<file path="src/verilog/acq_pkg.sv">
// shared widths, constants, sequencer state and sample record; import into each block that uses them.

package acq_pkg;

  ////////////////////////////////////////////////////////////
  // widths.
  ////////////////////////////////////////////////////////////

  // precharge pause count, in clocks.
  localparam int PRECHARGE_W = 24;

  // conversion result, the rundown count.
  localparam int RESULT_W = 20;

  // per-sample sequence number, wraps.
  localparam int SEQ_W = 8;

  ////////////////////////////////////////////////////////////
  // converter constants.
  ////////////////////////////////////////////////////////////

  // fixed integrate window of the slope converter, in clocks.
  // comp_in is ignored for this long after the adc leaves reset.
  localparam logic [15:0] INTEG_CYCLES = 16'd64;

  ////////////////////////////////////////////////////////////
  // sequencer state.
  ////////////////////////////////////////////////////////////

  // start      - entry after reset, adc held in reset.
  // load       - precharge timer loaded, led toggled.
  // wait       - adc still in reset until the timer expires.
  // measure    - adc released, waiting for measure_valid.
  // park       - halted by a falling arm/trigger edge.
  typedef enum logic [2:0] {
    START,
    PRECHARGE_LOAD,
    PRECHARGE_WAIT,
    MEASURE,
    PARK
  } acq_state_t;

  ////////////////////////////////////////////////////////////
  // sample record, one 29-bit word.
  ////////////////////////////////////////////////////////////

  typedef struct packed {
    logic [RESULT_W-1:0] result;
    logic [SEQ_W-1:0]    seq;
    logic                led_phase;
  } sample_rec_t;

endpackage

</file>
<file path="src/verilog/acq_sequencer.sv">
// acquisition control FSM: precharge pause, adc release, restart/park on arm_trigger edges.

module acq_sequencer (
  input  logic clk,
  input  logic arst_n,
  input  logic arm_trigger,
  input  logic timer_done,
  input  logic measure_valid,
  output logic timer_load,
  output logic adc_reset_n,
  output logic led0
);

  import acq_pkg::*;

  acq_state_t state_q;

  // two-flop synchronizer for the asynchronous arm/trigger level.
  logic [1:0] arm_sync_q;

  // previous synchronized level, for edge detection.
  logic       arm_prev_q;

  logic       arm_rise;
  logic       arm_fall;

  ////////////////////////////////////////////////////////////
  // arm/trigger edge detection.
  ////////////////////////////////////////////////////////////

  always_ff @(posedge clk or negedge arst_n)
  begin
    if (!arst_n)
    begin
      arm_sync_q <= 2'b00;
      arm_prev_q <= 1'b0;
    end
    else
    begin
      // shift in, bit 1 is the synchronized level.
      arm_sync_q <= {arm_sync_q[0], arm_trigger};
      arm_prev_q <= arm_sync_q[1];
    end
  end

  // rising edge restarts, falling edge parks.
  assign arm_rise = arm_sync_q[1] & ~arm_prev_q;
  assign arm_fall = ~arm_sync_q[1] & arm_prev_q;

  ////////////////////////////////////////////////////////////
  // acquisition loop.
  ////////////////////////////////////////////////////////////

  // the timer captures its count on this pulse.
  assign timer_load = (state_q == PRECHARGE_LOAD);

  always_ff @(posedge clk or negedge arst_n)
  begin
    if (!arst_n)
    begin
      state_q     <= START;
      adc_reset_n <= 1'b0;
      led0        <= 1'b0;
    end
    else
    begin
      case (state_q)
        START:
        begin
          // one cycle with the adc held, then begin the loop.
          adc_reset_n <= 1'b0;
          state_q     <= PRECHARGE_LOAD;
        end

        PRECHARGE_LOAD:
        begin
          // one blink phase per sample, still visible at fast rates.
          led0    <= ~led0;
          state_q <= PRECHARGE_WAIT;
        end

        PRECHARGE_WAIT:
        begin
          // pause over, let the converter integrate.
          if (timer_done)
          begin
            adc_reset_n <= 1'b1;
            state_q     <= MEASURE;
          end
        end

        MEASURE:
        begin
          // conversion done, clear the adc and go round again.
          if (measure_valid)
          begin
            adc_reset_n <= 1'b0;
            state_q     <= PRECHARGE_LOAD;
          end
        end

        PARK:
        begin
          // stays here until a rising arm edge.
          adc_reset_n <= 1'b0;
        end

        default:
        begin
          adc_reset_n <= 1'b0;
          state_q     <= START;
        end
      endcase

      // edges win over the loop transition above.
      if (arm_rise)
      begin
        adc_reset_n <= 1'b0;
        state_q     <= PRECHARGE_LOAD;
      end
      else if (arm_fall)
      begin
        adc_reset_n <= 1'b0;
        state_q     <= PARK;
      end
    end
  end

endmodule

</file>
<file path="src/verilog/precharge_timer.sv">
// precharge pause timer: load a clock count, pulse done once when it runs out.

module precharge_timer (
  input  logic                         clk,
  input  logic                         arst_n,
  input  logic                         load,
  input  logic [acq_pkg::PRECHARGE_W-1:0] count_init,
  output logic                         done
);

  import acq_pkg::*;

  logic [PRECHARGE_W-1:0] count_q;
  logic                   running_q;

  always_ff @(posedge clk or negedge arst_n)
  begin
    if (!arst_n)
    begin
      count_q   <= '0;
      running_q <= 1'b0;
    end
    else if (load)
    begin
      // done lands count_init clocks after the load pulse.
      // a zero count behaves like one.
      count_q   <= (count_init == '0) ? '0 : count_init - PRECHARGE_W'(1);
      running_q <= 1'b1;
    end
    else if (running_q)
    begin
      if (count_q == '0)
      begin
        running_q <= 1'b0;
      end
      else
      begin
        count_q <= count_q - PRECHARGE_W'(1);
      end
    end
  end

  // single pulse at zero; idle timer never fires on a stale count.
  assign done = running_q & (count_q == '0);

endmodule

</file>
<file path="src/verilog/adc_slope_counter.sv">
// slope converter counter: integrate window, then rundown count until comp_in goes high.

module adc_slope_counter (
  input  logic                      clk,
  input  logic                      arst_n,
  input  logic                      adc_reset_n,
  input  logic                      comp_in,
  output logic                      measure_valid,
  output logic [acq_pkg::RESULT_W-1:0] result
);

  import acq_pkg::*;

  // integrate phase, counts the fixed window.
  logic        integ_q;
  logic [15:0] integ_cnt_q;

  // rundown phase, counts until the comparator trips.
  logic                rundown_q;
  logic [RESULT_W-1:0] rundown_cnt_q;

  ////////////////////////////////////////////////////////////
  // phase control.
  ////////////////////////////////////////////////////////////

  always_ff @(posedge clk or negedge arst_n)
  begin
    if (!arst_n)
    begin
      integ_q       <= 1'b0;
      rundown_q     <= 1'b0;
      integ_cnt_q   <= '0;
      rundown_cnt_q <= '0;
      measure_valid <= 1'b0;
    end
    else if (!adc_reset_n)
    begin
      // held clear; the first clock after release is integrate.
      integ_q       <= 1'b1;
      rundown_q     <= 1'b0;
      integ_cnt_q   <= '0;
      rundown_cnt_q <= '0;
      measure_valid <= 1'b0;
    end
    else
    begin
      // valid is a one-clock strobe.
      measure_valid <= 1'b0;

      if (integ_q)
      begin
        // comp_in is ignored for the whole window.
        integ_cnt_q <= integ_cnt_q + 16'd1;
        if (integ_cnt_q == INTEG_CYCLES - 16'd1)
        begin
          integ_q   <= 1'b0;
          rundown_q <= 1'b1;
        end
      end
      else if (rundown_q)
      begin
        if (comp_in)
        begin
          // comparator tripped, report clocks counted so far.
          rundown_q     <= 1'b0;
          measure_valid <= 1'b1;
        end
        else if (rundown_cnt_q != '1)
        begin
          // saturates rather than wrapping on a stuck comparator.
          rundown_cnt_q <= rundown_cnt_q + RESULT_W'(1);
        end
      end
      // neither phase set: done, idle until the next reset.
    end
  end

  ////////////////////////////////////////////////////////////
  // result register.
  ////////////////////////////////////////////////////////////

  // payload only, updated alongside measure_valid.
  always_ff @(posedge clk)
  begin
    if (adc_reset_n && rundown_q && comp_in)
    begin
      result <= rundown_cnt_q;
    end
  end

endmodule

</file>
<file path="src/verilog/sample_latch.sv">
// sample latch: turns each measure_valid into a sample record and a one-cycle strobe.

module sample_latch (
  input  logic                         clk,
  input  logic                         arst_n,
  input  logic                         measure_valid,
  input  logic [acq_pkg::RESULT_W-1:0] result,
  input  logic                         led0,
  output acq_pkg::sample_rec_t         sample,
  output logic                         sample_strobe
);

  import acq_pkg::*;

  // sequence number for the next sample, wraps at SEQ_W bits.
  logic [SEQ_W-1:0] seq_q;

  ////////////////////////////////////////////////////////////
  // control: strobe and sequence counter.
  ////////////////////////////////////////////////////////////

  always_ff @(posedge clk or negedge arst_n)
  begin
    if (!arst_n)
    begin
      seq_q         <= '0;
      sample_strobe <= 1'b0;
    end
    else
    begin
      // one cycle after measure_valid, together with the record.
      sample_strobe <= measure_valid;
      if (measure_valid)
      begin
        seq_q <= seq_q + SEQ_W'(1);
      end
    end
  end

  ////////////////////////////////////////////////////////////
  // payload: the sample record.
  ////////////////////////////////////////////////////////////

  always_ff @(posedge clk)
  begin
    if (measure_valid)
    begin
      sample.result    <= result;
      sample.seq       <= seq_q;
      // led phase of the precharge that led to this sample.
      sample.led_phase <= led0;
    end
  end

endmodule

</file>
<file path="src/verilog/acq_top.sv">
// acquisition top level: sequencer, precharge timer, slope converter and sample latch.

module acq_top (
  input  logic                            clk,
  input  logic                            arst_n,
  input  logic                            arm_trigger,
  input  logic [acq_pkg::PRECHARGE_W-1:0] p_clk_count_precharge,
  input  logic                            comp_in,
  output acq_pkg::sample_rec_t            sample,
  output logic                            sample_strobe,
  output logic                            led0,
  output logic [1:0]                      monitor
);

  import acq_pkg::*;

  // sequencer to timer.
  logic timer_load;
  logic timer_done;

  // sequencer to converter, the adc reset level.
  logic adc_reset_n;

  // converter to sequencer and latch.
  logic                measure_valid;
  logic [RESULT_W-1:0] result;

  ////////////////////////////////////////////////////////////
  // control.
  ////////////////////////////////////////////////////////////

  acq_sequencer u_sequencer (
    .clk           (clk),
    .arst_n        (arst_n),
    .arm_trigger   (arm_trigger),
    .timer_done    (timer_done),
    .measure_valid (measure_valid),
    .timer_load    (timer_load),
    .adc_reset_n   (adc_reset_n),
    .led0          (led0)
  );

  ////////////////////////////////////////////////////////////
  // datapath.
  ////////////////////////////////////////////////////////////

  // times the precharge pause with the adc held.
  precharge_timer u_timer (
    .clk        (clk),
    .arst_n     (arst_n),
    .load       (timer_load),
    .count_init (p_clk_count_precharge),
    .done       (timer_done)
  );

  adc_slope_counter u_adc (
    .clk           (clk),
    .arst_n        (arst_n),
    .adc_reset_n   (adc_reset_n),
    .comp_in       (comp_in),
    .measure_valid (measure_valid),
    .result        (result)
  );

  sample_latch u_latch (
    .clk           (clk),
    .arst_n        (arst_n),
    .measure_valid (measure_valid),
    .result        (result),
    .led0          (led0),
    .sample        (sample),
    .sample_strobe (sample_strobe)
  );

  // scope pins: bit 0 adc reset, bit 1 measure valid.
  assign monitor[0] = adc_reset_n;
  assign monitor[1] = measure_valid;

endmodule

</file>
<file path="config.mk">
export PLATFORM = sky130hd
export DESIGN_NAME = acq_top
export DESIGN_NICKNAME = d
export VERILOG_FILES = /design/src/verilog/acq_pkg.sv /design/src/verilog/acq_sequencer.sv /design/src/verilog/precharge_timer.sv /design/src/verilog/adc_slope_counter.sv /design/src/verilog/sample_latch.sv /design/src/verilog/acq_top.sv
export SDC_FILE = /design/constraint.sdc
export NUM_CORES = 1
export LEC_CHECK = 0
export ABC_CLOCK_PERIOD_IN_PS = 3550
export BUFFER_PORTS_ARGS = -buffer_cell sky130_fd_sc_hd__buf_4
export CORE_MARGIN = 10
export CORE_UTILIZATION = 55
export DETAILED_ROUTE_END_ITERATION = 10
export PLACE_DENSITY_LB_ADDON = 0.3
export SYNTH_ARGS = -nofsm -noshare
export SYNTH_HDL_FRONTEND = slang
export SYNTH_HIERARCHICAL = 1
export SYNTH_SLANG_ARGS = --single-unit
</file>
<file path="constraint.sdc">
create_clock -name clk -period 3.55 [get_ports clk]
set_input_delay 0.355 -clock clk [delete_from_list [all_inputs] [get_ports clk]]
set_output_delay 0.355 -clock clk [all_outputs]
set_load 0.02 [all_outputs]
</file>
## Word level (Yosys, flattened, before mapping)

Cells that the tools add are included.

| storage, ports and cells | value |
|---|---|
| register bits after elaboration | 130 |
| input port bits | 28 |
| output and inout bits | 33 |
| logic and storage cells | 92 |

| operators by class | value |
|---|---|
| $add $sub $neg | 5 |
| eq/ne operators | 17 |
| mux-type cells | 36 |
| bitwise logic cells | 6 |
| reduce and logical (&&, ||, !) cells | 10 |

Operator list:

| kind | count |
|---|---|
| $mux 20 | 5 |
| $mux 24 | 4 |
| $logic_not 24->1 | 2 |
| $sub 24x1->24 const B | 2 |
| $mux 16 | 2 |
| $add 20x1->20 const B | 1 |
| $ne 20x20->1 const B | 1 |
| $mux 1 | 19 |
| $add 16x1->16 const B | 1 |
| $eq 16x6->1 const B | 1 |
| $pmux 3 s5 | 1 |
| $mux 3 | 4 |
| $add 8x1->8 const B | 1 |
| $eq 3x2->1 const B | 2 |
| $ne 2x1->1 const B | 3 |
| $ne 2x2->1 const B | 3 |
| $ne 3x1->1 const B | 2 |
| $reduce_and 3->1 | 2 |
| $ne 4x1->1 const B | 1 |
| $ne 4x2->1 const B | 1 |
| $reduce_and 4->1 | 1 |
| $and 1x1->1 | 3 |
| $eq 3x1->1 const B | 1 |
| $eq 3x3->1 const B | 1 |
| 7 further kinds | 10 |

## Depth between registers and ports, before layout

| depth | value |
|---|---|
| depth in word-level cells | 6 |
| mapped depth | 9 |

## Hierarchy

The synthesis kept the hierarchy.

Modules (own cells, without submodules):

| module | times used | cells an instance | area an instance (µm²) | seq. area each (µm²) |
|---|---|---|---|---|
| adc_slope_counter | 1 | 230 | 2635.0 | 1576.5 |
| precharge_timer | 1 | 230 | 1989.4 | 625.6 |
| sample_latch | 1 | 56 | 1233.7 | 1096.1 |
| acq_sequencer | 1 | 27 | 321.6 | 200.2 |
| acq_top | 1 | 2 | 15.0 | 0.0 |

## Worst setup path after synthesis

No wires, ideal clock.

| timing path | value |
|---|---|
| path kind | input port to flip-flop |
| from | in p_clk_count_precharge[7] in the netlist's numbering |
| to | reg u_timer.count_q[17] |
| setup time | 0.126 ns |
| data arrival time | 2.255 ns |
| path slack | 1.169 ns |
| cell stages on the path | 8 |
| buffers on the path | 2 |
| cells stage by stage | or4_1 > buf_2 > or4_4 > buf_6 > nor3_4 > xnor2_1 > nor2_1 > o311a_1 |

| on the way | value |
|---|---|
| cells in the longest elaborated chain, start to end | 3 |
| elaborated cells on any way between the ends | 4 |
| those cells by class | 1 x add/sub; 2 x mux; 1 x reduce/logical |

Ends and longest elaborated chain:

| element | line | text |
|---|---|---|
| from (decl) | acq_top.sv:7 | `input logic [acq_pkg::PRECHARGE_W-1:0] p_clk_count_precharge,` |
| $sub 24x1->24 / $logic_not 24->1 (equally long branches) | precharge_timer.sv:27 | `count_q <= (count_init == '0) ? '0 : count_init - PRECHARGE_W'(1);` |
| $mux 24 * | precharge_timer.sv:27 |  |
| $mux 24 * | precharge_timer.sv:23 | `else if (load)` |
| to (signal assigned) | precharge_timer.sv:27 |  |
| to (signal assigned) | precharge_timer.sv:38 | `count_q <= count_q - PRECHARGE_W'(1);` |
| to (decl) | precharge_timer.sv:13 | `logic [PRECHARGE_W-1:0] count_q;` |

Mark *: on every way between the ends. The rest lies on a longest branch, timed or not.
A chain may end at the register's enable or synchronous reset.

## Worst setup path in the final report

| timing path | value |
|---|---|
| from | reg u_timer.count_q[5] |
| to | reg u_timer.count_q[2] |

| on the way | value |
|---|---|
| cells in the longest elaborated chain, start to end | 3 |

Ends and longest elaborated chain:

| element | line | text |
|---|---|---|
| $logic_not 24->1 | precharge_timer.sv:32 | `if (count_q == '0)` |
| $ne 2x2->1 (no source line) | n/a |  |
| $reduce_and 2->1 (no source line) | n/a |  |

No other way between the ends.

==> run summary <==
Worst VDD drop: 474 uV
Final Instance Area: 7340 um2
RR Endpoint: u_timer/count_q[2]
PortBufs: 60
post-synthesis mux area share: 0.848%
final hold vios: 0
# diodes: 0
Initial Util: 56.6%
Nets: 647
Slew HR: 31.0%
Clock Path Buffers: 2
Switching Fraction: 27.6%
Final TNS setup: 0 ps
Synth Area in Simple Gates: 19.7%
first-pass GRT wire length: 22000 um
Final min period: 2670 ps
fin crit share: 75.3%
outcome: completed
Yosys cell types: 73
worst hold path class: in2reg
setup repair bufs after CTS: 0
DRC viols: 0
switching power: 1160 uW
sequential share of the synthesized area: 56.5%
total global-route track usage: 16.8%
RSZ-0062 raised after global routing: false
Compound-Gate Fraction of Synth Area: 9.31%
setup ws final: 876 ps
cts repair resizes: 0
Post-synth EDFFs: 49
H-tree depth: 4
internal power: 3030 uW
Setup WS pre-CTS: 839 ps
Root Driver: clkbuf_16
cells after synthesis: 545
number of max-slew violations in the final report: 0
Final Power: 4190 uW
final core occ: 67.2%
number of DRC markers in iteration 0: 445
hold worst-path end: u_sequencer/arm_sync_q[0]
largest net degree at the start of global routing: 82
R2R Setup Slk: 880 ps
critical path class: reg2reg
Worst-path clk slew: 60 ps
crit path DAT: 2960 ps
CP endpoint kind: register
worst path required time: 3840 ps
GPL Wtd Cong: 0.902
Clock Latency Late Sink: 410 ps
adder-cell share of the synthesized area: 1.82%
HPWL Detailed: 8870 um
Avg Vias per Cell: 5.98
r2r worst-path depth: 7
Top FF cell, synth: dfrtp_1
wire length per cell: 17.9 um
P_leak: 0.00285 uW
FMAX: 374 MHz
cts hold-fix bufs: 0
Final ANT Viol Nets: 0
clock sink total: 130
largest family of logic cells by synthesized area: simple AND/OR/NAND/NOR gates
P&R area growth vs syn: 18.6%
clock network power share: 41.5%
DP Area: 6740 um2
Die Height: 126 um
CTS tree: built
router iterations before antenna repair: 5
CORE AREA: 10900 um2
grt ovf: 0
TritonCTS Buffers: 17
Flop pwr share: 44.5%
cell row count: 38
max cap viols: 0
synth warn: 6
Die X: 126 um
combinational power share: 14.0%
hold path start: arm_trigger
syn nets: 582
hold path cells: 1
worst clock skew: 11.8 ps
DR vias: 4566
vias in the first global route: 4524
RR Startpoint: u_timer/count_q[5]
Finish-stage setup viols: 0
antenna violations before repair: 0
crit-path max FO: 15
Routed Wire Length: 13700 um
XOR/XNOR share of the synthesized area: 8.91%
pwr/cell area: 570 nW/um2
Top Ports: 61
register bit count reported by yosys: 130
ratio of cells with drive above 1 in the final layout: 19.1%
DIE AREA: 15900 um2
Mapped Avg Cell Area: 11.4 um2
synthesized cell area: 6190 um2
Synth async-reset ratio: 62.3%
Worst setup SP type: register
measured slew at the worst slew-check pin: 1030 ps
cell usage in the layout (no fill, tap or decap), types with 10 or more instances in the layout:
cell	instances
xnor2_1	31
nor2_1	58
clkbuf_16	19
o21ai_0	12
buf_4	64
xor2_1	32
inv_1	17
or3_1	10
dfrtp_1	81
nor3_1	25
nor4_1	13
a21oi_1	15
nand3_1	18
edfxtp_1	49
nand2_1	28
nand4_1	16
o22ai_1	11
worst max-delay path: stages, from the launching register on:
cell	delay, ps
dfrtp_1	400
nor4_2	610
nand4_1	230
o41a_2	640
nor2_1	230
inv_2	130
o21a_1	130
o22a_1	190
flip-flops by register name, indices dropped and copies added (netlist names):
| name | count |
|---|---|
| u_adc/rundown_cnt_q | 20 |
| u_adc/integ_q | 1 |
| u_adc/rundown_q | 1 |
| u_adc/result | 20 |
| u_sequencer/arm_sync_q | 2 |
| u_sequencer/state_q | 3 |
| u_adc/measure_valid | 1 |
| u_sequencer/adc_reset_n | 1 |
| u_sequencer/led0 | 1 |
| u_latch/sample | 29 |
| u_latch/sample_strobe | 1 |
| u_sequencer/arm_prev_q | 1 |
| u_timer/count_q | 24 |
| u_latch/seq_q | 8 |
| u_adc/integ_cnt_q | 16 |
| u_timer/running_q | 1 |
how the worst max path moves through the flow:
stage | cells after the start | slack [ps] | start | to
2_1_floorplan | 8 | 1170 | p_clk_count_precharge[7] | u_timer/count_q[17]
3_3_place_gp | 10 | 960 | p_clk_count_precharge[0] | u_timer/count_q[3]
3_5_place_dp | 10 | 840 | p_clk_count_precharge[0] | u_timer/count_q[3]
4_1_cts | 7 | 920 | u_timer/count_q[5] | u_timer/count_q[2]
5_1_grt | 7 | 680 | u_timer/count_q[16] | u_timer/count_q[2]
6_report | 7 | 880 | u_timer/count_q[5] | u_timer/count_q[2]
power by group through the flow:
stage / registers [uW] / clock network, uW / logic [uW]
after floorplan: 1850 / 0 / 410
after global placement: 1870 / 0 / 544
after global routing: 1880 / 1840 / 651
after detailed placement: 1880 / 0 / 568
after CTS: 1860 / 1770 / 580
final: 1860 / 1740 / 587
layout make-up:
| class | instances | area (um2) |
|---|---|---|
| fillers | 804 | 3590 |
| flip-flops and latches | 130 | 3500 |
| multi-input cells | 379 | 2520 |
| clock buffers | 20 | 489 |
| repair buffers | 64 | 480 |
| well taps | 140 | 175 |
| clock inverters | 12 | 115 |
| inverters | 18 | 67.6 |
cell usage after synthesis (10+ instances only):
cell      count  area, um2
xnor2_1      31        272
xor2_1       32        280
o21ai_0      13       65.1
dfrtp_1      81       2030
nor2_1       59        221
nor4_1       13       81.3
nand4_1      16        100
o22ai_1      11       68.8
nand3_1      18       90.1
inv_1        17       63.8
nand2_1      28        105
or3_1        10       62.6
nor3_1       25        125
a21oi_1      15       75.1
edfxtp_1     49       1470
per-layer routing:
| metal | share of wire (%) | up-vias | track usage (%) | wire (um) |
|---|---|---|---|---|
| met3 | 5.0 | 29 | 5.16 | 682 |
| met4 | 2.0 | 0 | 6.43 | 274 |
| met1 | 42 | 2253 | 20.4 | 5760 |
| met2 | 51 | 142 | 27.6 | 6970 |
| met5 | 0 | - | 0 | 0 |
| li1 | - | 2142 | - | - |
cell families after synthesis:
logic type / Yosys count
AOI/OAI and AO/OA: 82
xor gates and xnor gates: 63
adders and majority gates: 9
buffers and inverters: 36
DFF: 130
muxes: 5
and+or+nand+nor: 220
metrics by stage:
stage / instances / hold WS, ps
6_report: 763 / 56.7
5_1_grt: 763 / 39.6
4_1_cts: 763 / 47.2
3_5_place_dp: 731 / 355
3_3_place_gp: 731 / 338
2_1_floorplan: 545 / 59.4
No activity file was read; power rests on OpenSTA's default activity.
